`config.mk`:
```
export PLATFORM = sky130hd
export DESIGN_NAME = csr_read_port_flat
export DESIGN_NICKNAME = d
export VERILOG_FILES = /design/src/hdl/csr_pkg.sv /design/src/hdl/csr_bus_if.sv /design/src/hdl/csr_read_port.sv /design/src/flat_wrapper.sv
export VERILOG_INCLUDE_DIRS = /design/src /design/src/hdl
export SDC_FILE = /design/constraint.sdc
export NUM_CORES = 1
export LEC_CHECK = 0
export BUFFER_PORTS_ARGS = -buffer_cell sky130_fd_sc_hd__buf_2
export CAP_MARGIN = 15
export CORE_AREA = 2 2 76 78
export DETAILED_ROUTE_END_ITERATION = 8
export DIE_AREA = 0 0 78 80
export PLACE_DENSITY = 0.65
export SLEW_MARGIN = 20
export SYNTH_ARGS = -nofsm -noshare
export SYNTH_HDL_FRONTEND = slang
export SYNTH_SLANG_ARGS = --single-unit
```
`constraint.sdc`:
```
create_clock -name vclk -period 1.2
set_clock_uncertainty 0.15 [all_clocks]
set_input_delay 0.06 -clock vclk [all_inputs]
set_output_delay 0.06 -clock vclk [all_outputs]
set_load 0.05 [all_outputs]
```
`src/hdl/csr_params.svh`:
```
// csr block parameters
`ifndef CSR_PARAMS_SVH
`define CSR_PARAMS_SVH

////////////////////////////////////////////////////////////////////////////
// csr addresses
////////////////////////////////////////////////////////////////////////////
`define CSR_ADDR_MSTATUS   12'h300
`define CSR_ADDR_MTVEC     12'h305
`define CSR_ADDR_MEPC      12'h341
`define CSR_ADDR_MCAUSE    12'h342
`define CSR_ADDR_PCER      12'h7A0
`define CSR_ADDR_PCMR      12'h7A1
`define CSR_ADDR_PCCR_BASE 12'h780
`define CSR_ADDR_PCCR_ALL  12'h79F

// operation codes
`define CSR_OP_NONE  2'b00
`define CSR_OP_WRITE 2'b01
`define CSR_OP_SET   2'b10
`define CSR_OP_CLEAR 2'b11

// register index inside the trap block
`define CSR_IDX_MSTATUS  4'd0
`define CSR_IDX_MTVEC    4'd1
`define CSR_IDX_MEPC     4'd2
`define CSR_IDX_MCAUSE   4'd3

// register index inside the counter block, counters sit at 0..7
`define CSR_IDX_PCER     4'd8
`define CSR_IDX_PCMR     4'd9
`define CSR_IDX_PCCR_ALL 4'd15

// mstatus fields
`define CSR_MSTATUS_MIE  3
`define CSR_MSTATUS_MPIE 7
`define CSR_MSTATUS_MPP  12:11
`define CSR_PRIV_M       2'b11

////////////////////////////////////////////////////////////////////////////
// performance counters
////////////////////////////////////////////////////////////////////////////
`define CSR_N_PERF_CNT   8

`define CSR_EV_CYCLES    0
`define CSR_EV_INSTR     1
`define CSR_EV_LD_STALL  2
`define CSR_EV_JUMP      3
`define CSR_EV_BRANCH    4
`define CSR_EV_BR_TAKEN  5
`define CSR_EV_LOAD      6
`define CSR_EV_STORE     7

// pcmr bits and reset value
`define CSR_PCMR_EN      0
`define CSR_PCMR_SAT     1
`define CSR_PCMR_RST     2'd3

`endif

```
`src/hdl/csr_pkg.sv`:
```
// csr shared types
`include "csr_params.svh"

package csr_pkg;

  // csr address
  typedef logic [11:0] csr_addr_t;

  // data word, also pcs and counters
  typedef logic [31:0] csr_data_t;

  // operation, codes in the params header
  typedef logic [1:0] csr_op_t;

  // register index within one block
  typedef logic [3:0] csr_reg_t;

  // bit 5 marks interrupt, 4:0 the code
  typedef logic [5:0] exc_cause_t;

  // trap vector base, read back shifted by 8
  typedef logic [23:0] tvec_t;

  // one bit per counter
  typedef logic [`CSR_N_PERF_CNT-1:0] perf_mask_t;

  // bit 0 global enable, bit 1 saturate
  typedef logic [1:0] perf_mode_t;

endpackage

```
`src/hdl/csr_bus_if.sv`:
```
// csr register block bus
`timescale 1ns/1ps

interface csr_bus_if import csr_pkg::*; ();

  // block select, one instance at a time
  logic      sel;
  // register inside the block
  csr_reg_t  idx;
  // write strobe for this cycle
  logic      we;
  // resolved write data (after set/clear)
  csr_data_t wdata;
  // block read value for idx
  csr_data_t rdata;

  // address side
  modport decoder (output sel, output idx, output we);

  // read mux and rmw data
  modport port (input sel, input rdata, output wdata);

  // register storage
  modport block (input idx, input we, input wdata, output rdata);

endinterface

```
`src/hdl/csr_read_port.sv`:
```
// csr read mux and rmw data
`timescale 1ns/1ps
`include "csr_params.svh"

module csr_read_port import csr_pkg::*; (
  input  csr_op_t   csr_op_i,
  input  csr_data_t csr_wdata_i,
  output csr_data_t csr_rdata_o,
  csr_bus_if.port   bus_trap,
  csr_bus_if.port   bus_perf
);

  csr_data_t rd_val;
  csr_data_t wr_val;

  ////////////////////////////////////////////////////////////////////////////
  // read select
  ////////////////////////////////////////////////////////////////////////////
  always_comb begin
    if (bus_trap.sel) begin
      rd_val = bus_trap.rdata;
    end else if (bus_perf.sel) begin
      rd_val = bus_perf.rdata;
    end else begin
      // unmapped reads as zero
      rd_val = '0;
    end
  end

  assign csr_rdata_o = rd_val;

  // write data from the current read value
  always_comb begin
    case (csr_op_i)
      `CSR_OP_WRITE: wr_val = csr_wdata_i;
      `CSR_OP_SET:   wr_val = rd_val | csr_wdata_i;
      `CSR_OP_CLEAR: wr_val = rd_val & ~csr_wdata_i;
      // no write strobe for none
      default:       wr_val = csr_wdata_i;
    endcase
  end

  // only the selected block has we
  assign bus_trap.wdata = wr_val;
  assign bus_perf.wdata = wr_val;

endmodule

```
`src/flat_wrapper.sv`:
```
// flat-port wrapper written by rule: the top's interface ports become plain ports
module csr_read_port_flat import csr_pkg::*;
  (csr_op_i, csr_wdata_i, csr_rdata_o, bus_trap_sel, bus_trap_rdata, bus_trap_wdata, bus_perf_sel, bus_perf_rdata, bus_perf_wdata);
  csr_bus_if bus_trap_i ();
  csr_bus_if bus_perf_i ();
  input  csr_op_t csr_op_i;
  input  csr_data_t csr_wdata_i;
  output csr_data_t csr_rdata_o;
  input wire logic [$bits(bus_trap_i.sel)-1:0] bus_trap_sel;
  input wire logic [$bits(bus_trap_i.rdata)-1:0] bus_trap_rdata;
  output wire logic [$bits(bus_trap_i.wdata)-1:0] bus_trap_wdata;
  input wire logic [$bits(bus_perf_i.sel)-1:0] bus_perf_sel;
  input wire logic [$bits(bus_perf_i.rdata)-1:0] bus_perf_rdata;
  output wire logic [$bits(bus_perf_i.wdata)-1:0] bus_perf_wdata;
  assign bus_trap_i.sel = bus_trap_sel;
  assign bus_trap_i.rdata = bus_trap_rdata;
  assign bus_trap_wdata = bus_trap_i.wdata;
  assign bus_perf_i.sel = bus_perf_sel;
  assign bus_perf_i.rdata = bus_perf_rdata;
  assign bus_perf_wdata = bus_perf_i.wdata;
  csr_read_port u_core (.csr_op_i(csr_op_i), .csr_wdata_i(csr_wdata_i), .csr_rdata_o(csr_rdata_o), .bus_trap(bus_trap_i), .bus_perf(bus_perf_i));
endmodule
```
==> results.py <==
metrics = {
    "layout": {
        "antenna_cells": 0,
        "fin_nets": 416,
        "seq_cell_count": 0,
        "utilization_pct": 57.41,
        "synthToLayoutAreaGrowth_pct": 170.7,
        "fin_cells": 386,
        "regArea_um2": 0,
        "fillers": 462,
        "clkbuf_count": 0,
        "drive_gt1_share_pct": 89.17,
    },
    "routing": {
        "via_per_inst": 4.806,
        "vias": 1855,
        "wl_per_cell_um": 16.34,
        "first_pass_iters": 4,
        "dr.first_iter.drc_count": 52,
        "drtAntennaViolNets": 0,
        "drcViolationCount": 0,
        "finalWirelength_um": 6307,
    },
    "global_routing": {
        "grt_pass1_wl_um": 9108,
        "grt_use_met3_pct": 1.471,
        "grt.busiest_layer": "met2",
        "antenna_found_initial": 0,
        "grt_use_total_pct": 17.73,
        "grt_max_degree": 18,
        "met1_usage_pct": 19.26,
        "grt_use_met2_pct": 38.02,
        "first_global_vias": 1888,
        "grt_overflow_total": 0,
    },
    "floorplan": {
        "io_pins": 196,
        "core_um2": 5405,
        "rows": 27,
        "die_y_um": 80,
        "fp.dieW_um": 78,
        "die-area_um2": 6240,
        "start_util_pct": 21.20,
    },
    "worst_setup_path": {
        "cp.required_ns": 0.99,
        "end_kind": "primary output",
        "crit_path_end": "bus_perf_wdata[31]",
        "cp_max_fo": 9,
        "critPathKind": "primary input to primary output",
        "critPathLaunchType": "primary input",
        "startpoint": "bus_perf_sel",
        "arrival_ns": 1.05,
    },
    "placement": {
        "dpl.hpwl_um": 4253,
        "dp_cells": 376,
        "port_buffers": 196,
        "gp_congestion": 0.7399,
    },
    "synth": {
        "yosys.area.top_type_share_pct": 26.20,
        "syn_area_um2": 1146,
        "yosys_warnings": 0,
        "synth_top_cell_by_area": "a22o_2",
        "ys_seq_area_share_pct": 0,
        "synthCells": 146,
        "synth_area_leaders": "a22o_2 26%, a22o_1 24%, buf_4 21%",
        "mappedNetlistNets": 246,
        "synth.avg_cell_area_um2": 7.850,
        "ys_types": 13,
    },
    "sta": {
        "fmax_mhz": 792.4,
        "slew_headroom_pct": 82.54,
        "setup_violations": 62,
        "period_needed_ns": 1.262,
        "rsz0062_at_grt": "true",
        "slew_viol_final": 0,
        "hold_slack_ns": 0.3425,
        "tightest_slew_ns": 0.2637,
        "finalCritPeriodShare_pct": 105.2,
        "fin_ws_ns": -0.06197,
        "hold_violations": 0,
    },
    "status": {
        "status": "complete, but fails checks",
        "violations": "negative setup slack",
    },
    "power_and_ir_drop": {
        "p_total_uw": 2358,
        "leakagePower_uw": 0.001622,
        "power_density_nw_per_um2": 760.0,
        "ir_drop_mv": 0.4641,
    },
    "clock_network": {
        "ctsHoldBuffers": 0,
    },
    "hold_path": {
        "hp-class": "primary input to primary output",
    },
    "job": {
        "cap_violations": 0,
    },
}
timing repair:
action	4_1_cts	5_1_grt
setup endpoints to repair	96	67
setup buffers	5	3
pin swaps	2	1
cloned	2	0
gates resized for setup	138	14
Yosys cell counts:
cell type   n
a22o_2     30
nor2b_4     1
buf_2       4
clkbuf_1    5
a22o_1     32
a31o_2      1
a21oi_1     1
buf_4      32
inv_1       1
buf_6       4
o21ai_0     1
nand2_1     3
nor2b_1    31
cell type report:
cell class                      count  area [um^2]  area share, %
Tap cell                           72        90.09          2.903
Inverter                            1        3.754         0.1210
Multi-Input combinational cell    101         1354          43.63
Timing Repair Buffer              212         1655          53.35
metal layers:
| metal | vias up | part of all wire (%) |
|---|---|---|
| met5 | - | 0 |
| met4 | 0 | 0.55 |
| met3 | 4 | 6.5 |
| met2 | 98 | 57 |
| met1 | 885 | 36 |
| li1 | 868 | - |
worst min path at each step:
stage,start,endpoint,cells after the start
finish,csr_wdata_i[11],bus_trap_wdata[11],3
global route,csr_wdata_i[26],bus_trap_wdata[26],3
CTS,csr_wdata_i[14],bus_trap_wdata[14],3
detailed placement,bus_perf_rdata[31],csr_rdata_o[31],3
global placement,bus_perf_rdata[31],csr_rdata_o[31],3
floorplan,bus_perf_rdata[31],csr_rdata_o[31],1
kinds of logic after synthesis:
group | synth area share [%]
AO/OA/AOI/OAI | 52.29
buffers and inverters | 28.60
AND/OR/NAND/NOR | 19.10
cells in the final DEF (no fill, tap or decap):
master and count:
buf_2 124, nor2b_4 2, buf_6 57, a31o_2 1, buf_16 1, buf_8 7
nand2_2 2, nand2_1 1, inv_1 1, a22o_4 62, o21ai_4 1, nor2b_1 31
buf_12 7, buf_4 16, a21oi_1 1
through the flow:
stage | setup slack, ns | instance area (um^2) | TNS, ns
after global routing | -0.08526 | 3103 | -4.152
after detailed placement | -0.7122 | 2490 | -62.51
final | -0.06197 | 3103 | -2.918
after floorplan | -0.2260 | 1738 | -6.958
after global placement | -0.6820 | 2490 | -60.37
after CTS | -0.06281 | 3048 | -2.729
report_power, final:
part	leakage, uW	internal [uW]	switching (uW)	total, uW
Sequential	0	0	0	0
Clock	0	0	0	0
Combinational	0.00162	938	1420	2360
Total	0.00162	938	1420	2360
critical path, cell delays in order:
cell and delay (ns):
buf_8 0.10, nor2b_4 0.14, buf_12 0.14, a22o_4 0.22
a22o_4 0.23, buf_6 0.15
Power figures use the tool's default switching activity.
