**config.mk**
```make
export PLATFORM = sky130hd
export DESIGN_NAME = csr_decode_flat
export DESIGN_NICKNAME = d
export VERILOG_FILES = /design/src/hdl/csr_pkg.sv /design/src/hdl/csr_bus_if.sv /design/src/hdl/csr_decode.sv /design/src/flat_wrapper.sv
export VERILOG_INCLUDE_DIRS = /design/src /design/src/hdl
export SDC_FILE = /design/constraint.sdc
export NUM_CORES = 1
export LEC_CHECK = 0
export BUFFER_PORTS_ARGS = -buffer_cell sky130_fd_sc_hd__buf_2
export CAP_MARGIN = 20
export CORE_AREA = 2 2 39 41
export DETAILED_ROUTE_END_ITERATION = 16
export DIE_AREA = 0 0 41 43
export GPL_ROUTABILITY_DRIVEN = 0
export GPL_TIMING_DRIVEN = 0
export PLACE_DENSITY_LB_ADDON = 0.2
export SLEW_MARGIN = 0
export SYNTH_ARGS = -nofsm -noshare
export SYNTH_HDL_FRONTEND = slang
export SYNTH_SLANG_ARGS = --single-unit
```
**constraint.sdc**
```tcl
create_clock -name vclk -period 1.9
set_input_delay 0.19 -clock vclk [all_inputs]
set_output_delay 0.19 -clock vclk [all_outputs]
set_load 0.03 [all_outputs]
```
**src/hdl/csr_params.svh**
```systemverilog
// csr block parameters
`ifndef CSR_PARAMS_SVH
`define CSR_PARAMS_SVH

////////////////////////////////////////////////////////////////////////////
// csr addresses
////////////////////////////////////////////////////////////////////////////
`define CSR_ADDR_MSTATUS   12'h300
`define CSR_ADDR_MTVEC     12'h305
`define CSR_ADDR_MEPC      12'h341
`define CSR_ADDR_MCAUSE    12'h342
`define CSR_ADDR_PCER      12'h7A0
`define CSR_ADDR_PCMR      12'h7A1
`define CSR_ADDR_PCCR_BASE 12'h780
`define CSR_ADDR_PCCR_ALL  12'h79F

// operation codes
`define CSR_OP_NONE  2'b00
`define CSR_OP_WRITE 2'b01
`define CSR_OP_SET   2'b10
`define CSR_OP_CLEAR 2'b11

// register index inside the trap block
`define CSR_IDX_MSTATUS  4'd0
`define CSR_IDX_MTVEC    4'd1
`define CSR_IDX_MEPC     4'd2
`define CSR_IDX_MCAUSE   4'd3

// register index inside the counter block, counters sit at 0..7
`define CSR_IDX_PCER     4'd8
`define CSR_IDX_PCMR     4'd9
`define CSR_IDX_PCCR_ALL 4'd15

// mstatus fields
`define CSR_MSTATUS_MIE  3
`define CSR_MSTATUS_MPIE 7
`define CSR_MSTATUS_MPP  12:11
`define CSR_PRIV_M       2'b11

////////////////////////////////////////////////////////////////////////////
// performance counters
////////////////////////////////////////////////////////////////////////////
`define CSR_N_PERF_CNT   8

`define CSR_EV_CYCLES    0
`define CSR_EV_INSTR     1
`define CSR_EV_LD_STALL  2
`define CSR_EV_JUMP      3
`define CSR_EV_BRANCH    4
`define CSR_EV_BR_TAKEN  5
`define CSR_EV_LOAD      6
`define CSR_EV_STORE     7

// pcmr bits and reset value
`define CSR_PCMR_EN      0
`define CSR_PCMR_SAT     1
`define CSR_PCMR_RST     2'd3

`endif

```
**src/hdl/csr_pkg.sv**
```systemverilog
// csr shared types
`include "csr_params.svh"

package csr_pkg;

  // csr address
  typedef logic [11:0] csr_addr_t;

  // data word, also pcs and counters
  typedef logic [31:0] csr_data_t;

  // operation, codes in the params header
  typedef logic [1:0] csr_op_t;

  // register index within one block
  typedef logic [3:0] csr_reg_t;

  // bit 5 marks interrupt, 4:0 the code
  typedef logic [5:0] exc_cause_t;

  // trap vector base, read back shifted by 8
  typedef logic [23:0] tvec_t;

  // one bit per counter
  typedef logic [`CSR_N_PERF_CNT-1:0] perf_mask_t;

  // bit 0 global enable, bit 1 saturate
  typedef logic [1:0] perf_mode_t;

endpackage

```
**src/hdl/csr_bus_if.sv**
```systemverilog
// csr register block bus
`timescale 1ns/1ps

interface csr_bus_if import csr_pkg::*; ();

  // block select, one instance at a time
  logic      sel;
  // register inside the block
  csr_reg_t  idx;
  // write strobe for this cycle
  logic      we;
  // resolved write data (after set/clear)
  csr_data_t wdata;
  // block read value for idx
  csr_data_t rdata;

  // address side
  modport decoder (output sel, output idx, output we);

  // read mux and rmw data
  modport port (input sel, input rdata, output wdata);

  // register storage
  modport block (input idx, input we, input wdata, output rdata);

endinterface

```
**src/hdl/csr_decode.sv**
```systemverilog
// csr address decoder
`timescale 1ns/1ps
`include "csr_params.svh"

module csr_decode import csr_pkg::*; (
  input  logic      csr_access_i,
  input  csr_addr_t csr_addr_i,
  input  csr_op_t   csr_op_i,
  output logic      csr_busy_o,
  output logic      csr_illegal_o,
  csr_bus_if.decoder bus_trap,
  csr_bus_if.decoder bus_perf
);

  logic      trap_hit;
  logic      perf_hit;
  csr_reg_t  trap_idx;
  csr_reg_t  perf_idx;
  csr_addr_t pccr_off;
  logic      op_wr;

  // offset into the counter window
  assign pccr_off = csr_addr_i - `CSR_ADDR_PCCR_BASE;
  // any op but none writes
  assign op_wr    = (csr_op_i != `CSR_OP_NONE);

  ////////////////////////////////////////////////////////////////////////////
  // address map
  ////////////////////////////////////////////////////////////////////////////
  always_comb begin
    trap_hit = 1'b0;
    perf_hit = 1'b0;
    trap_idx = '0;
    perf_idx = '0;
    case (csr_addr_i)
      `CSR_ADDR_MSTATUS: begin
        trap_hit = 1'b1;
        trap_idx = `CSR_IDX_MSTATUS;
      end
      `CSR_ADDR_MTVEC: begin
        trap_hit = 1'b1;
        trap_idx = `CSR_IDX_MTVEC;
      end
      `CSR_ADDR_MEPC: begin
        trap_hit = 1'b1;
        trap_idx = `CSR_IDX_MEPC;
      end
      `CSR_ADDR_MCAUSE: begin
        trap_hit = 1'b1;
        trap_idx = `CSR_IDX_MCAUSE;
      end
      `CSR_ADDR_PCER: begin
        perf_hit = 1'b1;
        perf_idx = `CSR_IDX_PCER;
      end
      `CSR_ADDR_PCMR: begin
        perf_hit = 1'b1;
        perf_idx = `CSR_IDX_PCMR;
      end
      `CSR_ADDR_PCCR_ALL: begin
        perf_hit = 1'b1;
        perf_idx = `CSR_IDX_PCCR_ALL;
      end
      default: begin
        // individual counters, base .. base+7
        if (pccr_off < csr_addr_t'(`CSR_N_PERF_CNT)) begin
          perf_hit = 1'b1;
          perf_idx = pccr_off[3:0];
        end
      end
    endcase
  end

  assign bus_trap.sel = trap_hit;
  assign bus_trap.idx = trap_idx;
  assign bus_trap.we  = trap_hit & op_wr;
  assign bus_perf.sel = perf_hit;
  assign bus_perf.idx = perf_idx;
  assign bus_perf.we  = perf_hit & op_wr;

  // mepc and mtvec writes stall the pipe
  assign csr_busy_o = trap_hit & op_wr &
                      ((trap_idx == `CSR_IDX_MTVEC) || (trap_idx == `CSR_IDX_MEPC));

  // nobody claimed the address
  assign csr_illegal_o = csr_access_i & ~trap_hit & ~perf_hit;

endmodule

```
**src/flat_wrapper.sv**
```systemverilog
// flat-port wrapper written by rule: the top's interface ports become plain ports
module csr_decode_flat import csr_pkg::*;
  (csr_access_i, csr_addr_i, csr_op_i, csr_busy_o, csr_illegal_o, bus_trap_sel, bus_trap_idx, bus_trap_we, bus_perf_sel, bus_perf_idx, bus_perf_we);
  csr_bus_if bus_trap_i ();
  csr_bus_if bus_perf_i ();
  input  logic csr_access_i;
  input  csr_addr_t csr_addr_i;
  input  csr_op_t csr_op_i;
  output logic csr_busy_o;
  output logic csr_illegal_o;
  output wire logic [$bits(bus_trap_i.sel)-1:0] bus_trap_sel;
  output wire logic [$bits(bus_trap_i.idx)-1:0] bus_trap_idx;
  output wire logic [$bits(bus_trap_i.we)-1:0] bus_trap_we;
  output wire logic [$bits(bus_perf_i.sel)-1:0] bus_perf_sel;
  output wire logic [$bits(bus_perf_i.idx)-1:0] bus_perf_idx;
  output wire logic [$bits(bus_perf_i.we)-1:0] bus_perf_we;
  assign bus_trap_sel = bus_trap_i.sel;
  assign bus_trap_idx = bus_trap_i.idx;
  assign bus_trap_we = bus_trap_i.we;
  assign bus_perf_sel = bus_perf_i.sel;
  assign bus_perf_idx = bus_perf_i.idx;
  assign bus_perf_we = bus_perf_i.we;
  csr_decode u_core (.csr_access_i(csr_access_i), .csr_addr_i(csr_addr_i), .csr_op_i(csr_op_i), .csr_busy_o(csr_busy_o), .csr_illegal_o(csr_illegal_o), .bus_trap(bus_trap_i), .bus_perf(bus_perf_i));
endmodule
```
==> impl_metrics.toml <==
[worst_hold_path]
min_delay_path_depth = 4
min_path_type = "input port to output port"

[setup_path]
cp.required_ns = 1.71
cp_cell_sequence = "buf_6 > or3_4 > or4b_4 > or2_4 > and3_4 > buf_6"
critPathArrivalTime_ns = 1.70
start_kind = "input port"
worst-setup-path-type = "input port to output port"
crit_start = "csr_addr_i[5]"
cp_max_fo = 3
slowest_stage = "or4b_4"
cp-end-kind = "output port"
slowest_delay_ns = 0.51
crit_path_end = "csr_illegal_o"
cpMostUsedCell = "buf_6"

[pwr]
p_leak_nw = 0.285
power.density_nw_per_um2 = 136
power_mw = 0.0743
ir_drop_mv = 0.0499

[final_layout]
fillCellCount = 152
fin_util_pct = 39.6
nFlopsAndLatches = 0
clock_buffers = 0
antenna_cells = 0
final_nets = 96
drive_gt1_share_pct = 50.0
fin_area_um2 = 548
regArea_um2 = 0
final_cells = 94
area_growth_pct = 73.1

[timing]
drv_slew = 0
rsz0062_at_grt = "true"
layout_min_cycle_time_ns = 1.89
finalSetupViolCount = 0
worst_slack_ns = 0.00603
hold_viol_final = 0
min_period_over_period_pct = 99.7
fmax_mhz = 528

[detailed_routing]
via_count = 443
antenna_left = 0
wl_per_cell_um = 9.24
dr.pass1.iters = 2
dr.first_iter.drc_count = 3
via_per_inst = 4.71
wl_um = 869
route.detailed.drc = 0

[grt]
grt_pass1_wl_um = 1330
grt_max_degree = 8
grt-ovfl-total = 0
grt_use_total_pct = 9.89
antenna_found_initial = 0
grt_pass1_vias = 370

[logic_synthesis]
netlist_top_cells_count = "nor2_1 (8), nand2b_1 (5), inv_1 (3), nor4_1 (3), o21a_1 (3)"
yosysSeqAreaShare_pct = 0
synth_top_area_share_pct = 9.88
synthDistinctLibCells = 27
yosysTopAreaCell = "nand2b_1"
syn_inst = 49
synth_area_um2 = 317
yosysWarnings = 0
yosysMostFrequentCell = "nor2_1"
avgSynthCellArea_um2 = 6.46
synth.area.top_cells = "nand2b_1 (9.9%), nor2_1 (9.5%), o21a_1 (7.1%), nor4_1 (5.9%), a22o_1 (5.5%)"

[floorplan]
die_h_um = 43
core_um2 = 1380
io_pins = 29
fp-row-count = 14
chipWidth_um = 41
start_util_pct = 22.9
die_area_um2 = 1760

[placed_design]
place_area_um2 = 484
placed_cells = 92
hpwlAfterDp_um = 756
dp_slack_ns = -0.134
portBuffers = 26

[status]
status = "complete, no violations"

[clock_tree]
cts.hold.buffers_added = 0

[job]
maxCapViolations = 0
==> cells in the final DEF (no fill, tap or decap), drive strengths merged <==
cell type	synthesis	layout
nor2	8	8
nor3	2	2
or3	1	1
o32a	1	1
xnor2	1	1
a211oi	1	1
and3b	1	1
nand4b	1	1
conb	1	2
a21oi	1	1
ha	1	1
inv	3	3
or2	1	1
and4b	1	1
o21a	3	3
nand2b	5	5
a22o	2	2
a31o	1	1
and3	1	1
or4b	1	1
nand2	2	2
nor4b	1	1
and2	2	2
buf	2	30
nor4	3	3
mux2i	1	1
clkbuf	1	1
==> worst max-delay path, delay by kind of cell <==
family                 cells  cell delay, ns
and+or+nand+nor            4            1.29
buffers and inverters      2            0.22
==> how the worst min path moves through the flow <==
stage | slack, ns | from | to
CTS | 0.74 | csr_access_i | csr_illegal_o
global route | 0.77 | csr_op_i[0] | bus_trap_we
detailed placement | 0.76 | csr_access_i | csr_illegal_o
global placement | 0.76 | csr_access_i | csr_illegal_o
floorplan | 0.57 | csr_addr_i[0] | bus_perf_idx[0]
finish | 0.74 | csr_op_i[0] | bus_trap_we
==> power breakdown <==
| part | leakage, nW | total (mW) | internal (mW) | switching, mW |
|---|---|---|---|---|
| clock network | 0 | 0 | 0 | 0 |
| logic | 0.285 | 0.0743 | 0.0361 | 0.0382 |
| registers | 0 | 0 | 0 | 0 |
==> final cells by class <==
cell class	count	area, µm²	area share, %
Buffer	3	18.8	3.42
Timing Repair Buffer	28	181	33.1
Inverter	3	11.3	2.05
Multi-Input combinational cell	44	317	57.8
Tap cell	16	20.0	3.65
==> metal layers <==
metal  GRT usage (%)  wire length (µm)  up-vias
li1                -                 -      235
met1            12.7               385      190
met2            17.2               415       18
met3            1.05                67        0
met4            1.33                 0        0
met5               0                 0        -
==> cells by family after synthesis <==
| logic type | share of synthesized area (%) |
|---|---|
| simple gates | 56.9 |
| buf+inv | 9.48 |
| mux | 3.16 |
| compound gates | 22.5 |
| other cells | 1.18 |
| fa+ha+maj | 3.95 |
| xor+xnor | 2.77 |
==> timing repair <==
item,CTS,global route
setup endpoints to repair,4,5
setup buffers,2,0
pin swaps,5,1
resized for setup,13,0
==> per-stage QoR <==
step	hold WS [ns]	TNS [ns]
after floorplan	0.565	-0.0569
after global placement	0.759	-0.263
after detailed placement	0.758	-0.273
after CTS	0.743	-0.0721
after global routing	0.767	-0.0219
final	0.741	0
Power figures use the tool's default switching activity.
