### src/hdl/csr_params.svh
// csr block parameters
`ifndef CSR_PARAMS_SVH
`define CSR_PARAMS_SVH

////////////////////////////////////////////////////////////////////////////
// csr addresses
////////////////////////////////////////////////////////////////////////////
`define CSR_ADDR_MSTATUS   12'h300
`define CSR_ADDR_MTVEC     12'h305
`define CSR_ADDR_MEPC      12'h341
`define CSR_ADDR_MCAUSE    12'h342
`define CSR_ADDR_PCER      12'h7A0
`define CSR_ADDR_PCMR      12'h7A1
`define CSR_ADDR_PCCR_BASE 12'h780
`define CSR_ADDR_PCCR_ALL  12'h79F

// operation codes
`define CSR_OP_NONE  2'b00
`define CSR_OP_WRITE 2'b01
`define CSR_OP_SET   2'b10
`define CSR_OP_CLEAR 2'b11

// register index inside the trap block
`define CSR_IDX_MSTATUS  4'd0
`define CSR_IDX_MTVEC    4'd1
`define CSR_IDX_MEPC     4'd2
`define CSR_IDX_MCAUSE   4'd3

// register index inside the counter block, counters sit at 0..7
`define CSR_IDX_PCER     4'd8
`define CSR_IDX_PCMR     4'd9
`define CSR_IDX_PCCR_ALL 4'd15

// mstatus fields
`define CSR_MSTATUS_MIE  3
`define CSR_MSTATUS_MPIE 7
`define CSR_MSTATUS_MPP  12:11
`define CSR_PRIV_M       2'b11

////////////////////////////////////////////////////////////////////////////
// performance counters
////////////////////////////////////////////////////////////////////////////
`define CSR_N_PERF_CNT   8

`define CSR_EV_CYCLES    0
`define CSR_EV_INSTR     1
`define CSR_EV_LD_STALL  2
`define CSR_EV_JUMP      3
`define CSR_EV_BRANCH    4
`define CSR_EV_BR_TAKEN  5
`define CSR_EV_LOAD      6
`define CSR_EV_STORE     7

// pcmr bits and reset value
`define CSR_PCMR_EN      0
`define CSR_PCMR_SAT     1
`define CSR_PCMR_RST     2'd3

`endif

### src/hdl/csr_pkg.sv
// csr shared types
`include "csr_params.svh"

package csr_pkg;

  // csr address
  typedef logic [11:0] csr_addr_t;

  // data word, also pcs and counters
  typedef logic [31:0] csr_data_t;

  // operation, codes in the params header
  typedef logic [1:0] csr_op_t;

  // register index within one block
  typedef logic [3:0] csr_reg_t;

  // bit 5 marks interrupt, 4:0 the code
  typedef logic [5:0] exc_cause_t;

  // trap vector base, read back shifted by 8
  typedef logic [23:0] tvec_t;

  // one bit per counter
  typedef logic [`CSR_N_PERF_CNT-1:0] perf_mask_t;

  // bit 0 global enable, bit 1 saturate
  typedef logic [1:0] perf_mode_t;

endpackage

### src/hdl/csr_bus_if.sv
// csr register block bus
`timescale 1ns/1ps

interface csr_bus_if import csr_pkg::*; ();

  // block select, one instance at a time
  logic      sel;
  // register inside the block
  csr_reg_t  idx;
  // write strobe for this cycle
  logic      we;
  // resolved write data (after set/clear)
  csr_data_t wdata;
  // block read value for idx
  csr_data_t rdata;

  // address side
  modport decoder (output sel, output idx, output we);

  // read mux and rmw data
  modport port (input sel, input rdata, output wdata);

  // register storage
  modport block (input idx, input we, input wdata, output rdata);

endinterface

### src/hdl/csr_perf_counters.sv
// performance counter bank
`timescale 1ns/1ps
`include "csr_params.svh"

module csr_perf_counters import csr_pkg::*; (
  input  logic     clk,
  input  logic     rst_n,
  input  logic     id_valid_i,
  input  logic     is_decoding_i,
  input  logic     ld_stall_i,
  input  logic     jump_i,
  input  logic     branch_i,
  input  logic     branch_taken_i,
  input  logic     mem_load_i,
  input  logic     mem_store_i,
  csr_bus_if.block bus
);

  localparam int CNT_W = $clog2(`CSR_N_PERF_CNT);

  logic       id_valid_q;
  perf_mask_t ev;
  perf_mask_t inc;
  perf_mask_t inc_q;
  perf_mask_t pcer_q;
  perf_mode_t pcmr_q;
  csr_data_t  cnt_q [`CSR_N_PERF_CNT];

  ////////////////////////////////////////////////////////////////////////////
  // event sources
  ////////////////////////////////////////////////////////////////////////////
  assign ev[`CSR_EV_CYCLES]   = 1'b1;
  assign ev[`CSR_EV_INSTR]    = id_valid_i & is_decoding_i;
  // hazard and flow events qualified by last cycle's id_valid
  assign ev[`CSR_EV_LD_STALL] = ld_stall_i & id_valid_q;
  assign ev[`CSR_EV_JUMP]     = jump_i & id_valid_q;
  assign ev[`CSR_EV_BRANCH]   = branch_i & id_valid_q;
  assign ev[`CSR_EV_BR_TAKEN] = branch_i & branch_taken_i & id_valid_q;
  assign ev[`CSR_EV_LOAD]     = mem_load_i;
  assign ev[`CSR_EV_STORE]    = mem_store_i;

  // per-counter enable and global enable
  assign inc = ev & pcer_q & {`CSR_N_PERF_CNT{pcmr_q[`CSR_PCMR_EN]}};

  // read side
  always_comb begin
    bus.rdata = '0;
    if (bus.idx < csr_reg_t'(`CSR_N_PERF_CNT)) begin
      bus.rdata = cnt_q[bus.idx[CNT_W-1:0]];
    end else if (bus.idx == `CSR_IDX_PCER) begin
      bus.rdata[`CSR_N_PERF_CNT-1:0] = pcer_q;
    end else if (bus.idx == `CSR_IDX_PCMR) begin
      bus.rdata[1:0] = pcmr_q;
    end
    // pccr_all reads zero
  end

  // event stage and config registers
  always_ff @(posedge clk or negedge rst_n) begin
    if (!rst_n) begin
      id_valid_q <= 1'b0;
      inc_q      <= '0;
      pcer_q     <= '0;
      pcmr_q     <= `CSR_PCMR_RST;
    end else begin
      id_valid_q <= id_valid_i;
      inc_q      <= inc;
      if (bus.we && bus.idx == `CSR_IDX_PCER) begin
        pcer_q <= bus.wdata[`CSR_N_PERF_CNT-1:0];
      end
      if (bus.we && bus.idx == `CSR_IDX_PCMR) begin
        pcmr_q <= bus.wdata[1:0];
      end
    end
  end

  ////////////////////////////////////////////////////////////////////////////
  // counters
  ////////////////////////////////////////////////////////////////////////////
  always_ff @(posedge clk or negedge rst_n) begin
    if (!rst_n) begin
      for (int i = 0; i < `CSR_N_PERF_CNT; i++) begin
        cnt_q[i] <= '0;
      end
    end else begin
      for (int i = 0; i < `CSR_N_PERF_CNT; i++) begin
        // csr write beats the pending increment
        if (bus.we && (bus.idx == `CSR_IDX_PCCR_ALL || bus.idx == csr_reg_t'(i))) begin
          cnt_q[i] <= bus.wdata;
        end else if (inc_q[i] && (cnt_q[i] != '1 || !pcmr_q[`CSR_PCMR_SAT])) begin
          // wraps unless saturate holds it at all-ones
          cnt_q[i] <= cnt_q[i] + 32'd1;
        end
      end
    end
  end

endmodule

### src/flat_wrapper.sv
// flat-port wrapper written by rule: the top's interface ports become plain ports
module csr_perf_counters_flat import csr_pkg::*;
  (clk, rst_n, id_valid_i, is_decoding_i, ld_stall_i, jump_i, branch_i, branch_taken_i, mem_load_i, mem_store_i, bus_idx, bus_we, bus_wdata, bus_rdata);
  csr_bus_if bus_i ();
  input  logic clk;
  input  logic rst_n;
  input  logic id_valid_i;
  input  logic is_decoding_i;
  input  logic ld_stall_i;
  input  logic jump_i;
  input  logic branch_i;
  input  logic branch_taken_i;
  input  logic mem_load_i;
  input  logic mem_store_i;
  input wire logic [$bits(bus_i.idx)-1:0] bus_idx;
  input wire logic [$bits(bus_i.we)-1:0] bus_we;
  input wire logic [$bits(bus_i.wdata)-1:0] bus_wdata;
  output wire logic [$bits(bus_i.rdata)-1:0] bus_rdata;
  assign bus_i.idx = bus_idx;
  assign bus_i.we = bus_we;
  assign bus_i.wdata = bus_wdata;
  assign bus_rdata = bus_i.rdata;
  csr_perf_counters u_core (.clk(clk), .rst_n(rst_n), .id_valid_i(id_valid_i), .is_decoding_i(is_decoding_i), .ld_stall_i(ld_stall_i), .jump_i(jump_i), .branch_i(branch_i), .branch_taken_i(branch_taken_i), .mem_load_i(mem_load_i), .mem_store_i(mem_store_i), .bus(bus_i));
endmodule
### config.mk
export PLATFORM = sky130hd
export DESIGN_NAME = csr_perf_counters_flat
export DESIGN_NICKNAME = d
export VERILOG_FILES = /design/src/hdl/csr_pkg.sv /design/src/hdl/csr_bus_if.sv /design/src/hdl/csr_perf_counters.sv /design/src/flat_wrapper.sv
export VERILOG_INCLUDE_DIRS = /design/src /design/src/hdl
export SDC_FILE = /design/constraint.sdc
export NUM_CORES = 1
export LEC_CHECK = 0
export ABC_CLOCK_PERIOD_IN_PS = 5300
export CAP_MARGIN = 20
export CORE_MARGIN = 5
export CORE_UTILIZATION = 40
export DETAILED_ROUTE_END_ITERATION = 7
export DONT_BUFFER_PORTS = 1
export MAX_ROUTING_LAYER = met4
export PLACE_DENSITY = 0.55
export SYNTH_ARGS = -nofsm -noshare
export SYNTH_HDL_FRONTEND = slang
export SYNTH_SLANG_ARGS = --single-unit
### constraint.sdc
create_clock -name clk -period 5.3 [get_ports clk]
set_input_delay 0.265 -clock clk [delete_from_list [all_inputs] [get_ports clk]]
set_output_delay 0.265 -clock clk [all_outputs]
set_load 0.01 [all_outputs]
==> results.toml, run 1 <==
[status]
status = "finished, violations left"
failed_checks = "hold timing"

[sta]
worstMarginPinSlew_ps = 1090
final-setup-viol-count = 0
rsz0062_at_grt = "false"
finalCriticalPeriod_ps = 2790
max_freq_mhz = 359
finClkSkew_ps = 20.2
report.final.slew_viol_count = 0
holdWs_ps = -572
period_share_pct = 52.6
timing.max_slew.rel_slack_pct = 26.8
finalHoldViolCount = 275
setup_tns_ps = 0

[yosys]
synthArstFlopShare_pct = 100
synthesis.nets = 2067
ys_warn_count = 0
syn-cell-area_sq_um = 18000
synth_flop_cell = "dfrtp_1"
synth_edf_count = 0
syn_inst = 2012
synth_seq_area_share_pct = 38.3
ys_ff_latch = 275
yosysUniqueCellTypes = 69
synth.avg_cell_area_sq_um = 8.93

[global_route]
grt_pass1_wl_um = 94800
overflow = 0
grt_max_degree = 276
grt_pass1_vias = 14600
antenna_found_initial = 6
grt_usage_pct = 25.6

[detailed_routing]
wl_um = 62400
drt.antenna.violating_nets = 0
vias_per_cell = 6.02
vias = 15700
routedWlPerCell_um = 24.0
drc_errors = 0
drtPass1Iterations = 6
first_iter_violations = 1850

[floorplan]
floorplan.initialDensity_pct = 40.5
die_area_sq_um = 49300
core_area_sq_um = 44300
dieHeight_um = 222
die_w_um = 222
num_io_pins = 79
row_count = 77

[clocking]
clk_pin_slew_ps = 60
cts_sinks = 275
tritoncts = "yes"
htree_levels = 2
cts_root_buf = "clkbuf_16"
clk_latency_ps = 550
clockBufferDepth = 3
ctsHoldBuffers = 41
post_cts_buffers = 0
cts_resized = 0
numCtsBuffers = 36

[setup_path]
critical_path_class = "register to register"
crit_path_start_kind = "register"
arrival_ps = 3160
cp.required_ps = 5670
cp_max_fo = 16
slowest_delay_ps = 700
endpoint_kind = "register"
worst_path_max_delay_cell = "dfstp_2"
crit_chain = "nand2_1, nor3_1, nand4_1, nand2_1, mux2i_1, a21oi_1"
path_common_cell = "nand2_1"
reg2reg_depth = 6

[cells_and_area]
utilization_pct = 45.0
final_common_cell = "dfrtp_1"
nNetsFinal = 2031
final_cell_mix = "273 x dfrtp_1, 270 x nor2_1, 198 x nand2_1"
fill_cells = 4338
area_delta_synth_final_pct = 10.9
drive_gt1_share_pct = 8.39

[run]
maxCapViolCount = 0

[power]
p_per_area_nw_per_um2 = 412
ir_worst_vdd_uv = 188
leakagePower_nw = 7.27

[placed_design]
dp_hpwl_um = 45100
place.gp.congestion = 0.989
io_buffers = 0

[hold_path]
hp-class = "input pin to async pin"
metrics by stage:
stage	setup WS [ps]	power (mW)	instances	area (sq um)
4_1_cts	2600	8.21	2591	19900
2_1_floorplan	3140	4.82	2012	18000
3_5_place_dp	2620	5.53	2486	18300
6_report	2510	8.20	2601	19900
5_1_grt	2300	8.62	2600	19900
3_3_place_gp	2730	5.47	2486	18300
report_power, final:
| part | internal (mW) | switching, mW | leakage, nW | total (mW) |
|---|---|---|---|---|
| Clock | 1.57 | 0.992 | 0.601 | 2.56 |
| Sequential | 2.66 | 0.939 | 3.12 | 3.60 |
| Combinational | 0.983 | 1.06 | 3.55 | 2.04 |
worst max-delay path, delay by kind of cell, from the launching register on:
family	cells	cell delay, ps
AOI/OAI and AO/OA	1	80
muxes	1	220
DFF	1	700
and+or+nand+nor	4	1610
cells by family (layout without fill, tap and decap cells):
kind of cell,after synthesis,in the layout,share of synthesized area [%]
AOI/OAI and AO/OA,334,334,10.6
xor gates and xnor gates,235,235,11.5
adders and majority gates,8,8,0.557
buffers and inverters,157,147,3.68
DFF,275,275,38.3
muxes,111,111,10.8
other,0,7,0
and+or+nand+nor,892,892,24.6
worst paths after layout:
| kind | start | endpoint | slack [ps] |
|---|---|---|---|
| hold / removal | rst_n | u_core.cnt_q[145] | -570 |
| max in group asynchronous | rst_n | u_core.cnt_q[98] | 5300 |
| setup / recovery | u_core.pcmr_q[1] | u_core.cnt_q[65] | 2510 |
| setup reg to reg | u_core.pcmr_q[1] | u_core.cnt_q[65] | 2510 |
| hold reg to reg | u_core.pcer_q[0] | u_core.inc_q[0] | 520 |
| min in group clk | bus_we | u_core.cnt_q[196] | 10 |
layer usage:
metal  global-route usage, %  vias up  part of all wire (%)
met5                       -        -                     0
met4                    7.79        0                   2.8
met3                    5.39       98                   8.7
met2                    37.7      671                    45
met1                    35.7     7723                    44
li1                        -     7165                     -
layout make-up:
class	instances	area (sq um)	share of cell area, %
multi-input cells	1580	10400	52.4
flip-flops and latches	275	6880	34.6
clock buffers	53	1060	5.30
well taps	592	741	3.72
repair buffers	54	520	2.61
clock inverters	11	155	0.779
inverters	29	109	0.546
diodes	7	17.5	0.0879
sequential cells by signal (all words and copies together) (netlist names):
name and flops:
u_core.cnt_q 256, u_core.pcmr_q 2, u_core.pcer_q 8, u_core.inc_q 8, u_core.id_valid_q 1
synth_stat cells, drive strengths merged (4+ instances only):
cell type | instances | area share, %
nand3 | 99 | 2.8
inv | 29 | 0.61
and3 | 59 | 2.1
and2 | 18 | 0.63
nand4 | 96 | 3.4
buf | 41 | 1.1
nand2 | 198 | 4.1
dfrtp | 273 | 38
nor4 | 29 | 1.2
a31oi | 7 | 0.28
clkbuf | 87 | 2.0
or3 | 8 | 0.28
mux2 | 14 | 0.88
nor4b | 5 | 0.24
xor2 | 132 | 6.4
nor2 | 270 | 5.6
o21ai | 100 | 2.8
ha | 8 | 0.56
and4 | 39 | 1.9
a22oi | 6 | 0.25
mux4 | 64 | 8.0
or4 | 6 | 0.29
xnor2 | 103 | 5.0
nor3 | 49 | 1.4
mux2i | 33 | 1.8
o211ai | 17 | 0.71
a21oi | 169 | 4.7
o22ai | 8 | 0.28
nor3b | 4 | 0.17
(Power assumes the default switching activity.)
==> run 2: changes to the inputs <==
- ABC_CLOCK_PERIOD_IN_PS: 5300 -> 2900
- clock period: 5.3 -> 2.9 ns (I/O delays scaled with it)
==> run 2 against run 1 <==
Effect of this change: via count grew 1.2%; critical path type unchanged; non-clock buffer count grew 24; maximum frequency grew 5.2%; clock power grew 68%; sequential cell count is the same; worst setup slack lost 2300 ps; the run still ends with hold timing left.
==> results.toml, run 2 (same netlist as run 1, synthesis figures left out) <==
[sta]
holdWs_ps = -692
report.final.slew_viol_count = 0
period_share_pct = 91.4
final-setup-viol-count = 0
setup_tns_ps = 0
rsz0062_at_grt = "false"
finalCriticalPeriod_ps = 2650
finClkSkew_ps = 17.5
timing.max_slew.rel_slack_pct = 21.1
finalHoldViolCount = 275
worstMarginPinSlew_ps = 1180
max_freq_mhz = 377

[detailed_routing]
routedWlPerCell_um = 24.7
drtPass1Iterations = 5
drt.antenna.violating_nets = 0
wl_um = 64600
first_iter_violations = 2042
drc_errors = 0
vias_per_cell = 6.06
vias = 15800

[global_route]
overflow = 0
antenna_found_initial = 8
grt_usage_pct = 26.4
grt_max_degree = 276
grt_pass1_vias = 15000
grt_pass1_wl_um = 97600

[setup_path]
worstReg2RegStart = "u_core.cnt_q[163]"
crit_path_start_kind = "register"
slowest_delay_ps = 550
cp.required_ps = 3300
reg2reg_slack_ps = 250
cp_max_fo = 8
endpoint_kind = "register"
reg2reg_depth = 6
arrival_ps = 3050
worst_path_max_delay_cell = "a41oi_1"
critPathBufInv = 0
crit_chain = "nand4_1, nor4_4, a41oi_1, nand4_1, xor2_1, o21ai_0"
path_common_cell = "nand4_1"
r2r_end = "u_core.cnt_q[171]"
critPathTopFamily = "simple AND/OR/NAND/NOR gates"
critical_path_class = "register to register"

[hold_path]
hp-class = "input pin to async pin"

[clocking]
clk_pin_slew_ps = 50
clk_latency_ps = 550
numCtsBuffers = 36
htree_levels = 2
ctsHoldBuffers = 44
cts_sinks = 275
cts_resized = 0
clockBufferDepth = 3
cts_root_buf = "clkbuf_16"
post_cts_buffers = 0
tritoncts = "yes"

[cells_and_area]
nNetsFinal = 2055
largest_register = "u_core.cnt_q"
largest_reg_flops = 256
final_cell_mix = "273 x dfrtp_1, 270 x nor2_1, 198 x nand2_1"
finalNonFillerCells = 2616
reg_top3 = "u_core.cnt_q: 256 flops, u_core.inc_q: 8 flops, u_core.pcer_q: 8 flops"
fill_cells = 4372
final_design_area_no_fill_sq_um = 20000
drive_gt1_share_pct = 9.10
area_delta_synth_final_pct = 11.1
final_common_cell = "dfrtp_1"

[status]
status = "finished, violations left"
failed_checks = "hold timing"

[placed_design]
place.gp.congestion = 0.963
place_area_sq_um = 18400
dp_hpwl_um = 46200
place_inst = 2510
io_buffers = 0

[floorplan]
row_count = 77
floorplan.initialDensity_pct = 40.5
die_area_sq_um = 49300
die_w_um = 222
core_area_sq_um = 44300
num_io_pins = 79
dieHeight_um = 222

[run]
maxCapViolCount = 0

[power]
power_mw = 14.7
p_per_area_nw_per_um2 = 736
leakagePower_nw = 7.32
ir_worst_vdd_uv = 403
-- run 2: changes by cell type in the layout (fill, tap and decap cells not counted) --
cell,delta
buf_4,+24
diode_2,-5
bufinv_16,-4
dlygate4sd3_1,+3
buf_8,-2
buf_2,-1
clkbuf_1,+1
clkinv_2,-1
-- run 2: per-layer routing --
layer  share of wire [%]  vias up  GRT usage, %
met1                  44     7754          37.6
met3                 8.0      138          4.13
met5                   0        -             -
met4                 3.4        0          8.71
li1                    -     7197             -
met2                  44      756          38.7
-- run 2: final cells by class --
cell class | instances | area (sq um) | area share (%)
Tap cell | 592 | 741 | 3.71
Antenna cell | 2 | 5.00 | 0.0251
Timing Repair Buffer | 78 | 696 | 3.48
Clock inverter | 6 | 30.0 | 0.150
Sequential cell | 275 | 6880 | 34.5
Inverter | 29 | 109 | 0.545
Clock buffer | 54 | 1060 | 5.31
Multi-Input combinational cell | 1580 | 10400 | 52.3
-- run 2: worst max-delay path by stage --
stage          depth (start not counted)           endpoint  slack (ps)         startpoint
2_1_floorplan                          7  u_core.cnt_q[187]         740   u_core.pcmr_q[1]
3_3_place_gp                           6  u_core.cnt_q[107]         390   u_core.pcmr_q[1]
3_5_place_dp                           6  u_core.cnt_q[107]         360   u_core.pcmr_q[1]
4_1_cts                                6  u_core.cnt_q[171]         340  u_core.cnt_q[163]
5_1_grt                                6  u_core.cnt_q[171]         110  u_core.cnt_q[163]
6_report                               6  u_core.cnt_q[171]         250  u_core.cnt_q[163]
-- run 2: stage by stage --
step / hold slack, ps / util (%) / setup WS, ps
floorplan: -151 / - / 739
global placement: -134 / 41.6 / 387
detailed placement: -136 / 41.6 / 365
CTS: -725 / 45.0 / 340
global route: -712 / 45.1 / 110
finish: -692 / 45.1 / 250
-- run 2: worst reg2reg max path, delay by kind of cell, from the launching register on --
kind	cells	cell delay, ps
AOI/OAI and AO/OA	2	650
xor gates and xnor gates	1	170
and+or+nand+nor	3	1210
DFF	1	480
-- run 2: where the power goes --
group,internal (mW),total [mW],leakage [nW],switching [mW]
clock network,2.51,4.29,0.542,1.79
logic,1.83,3.80,3.66,1.98
registers,4.87,6.59,3.12,1.73
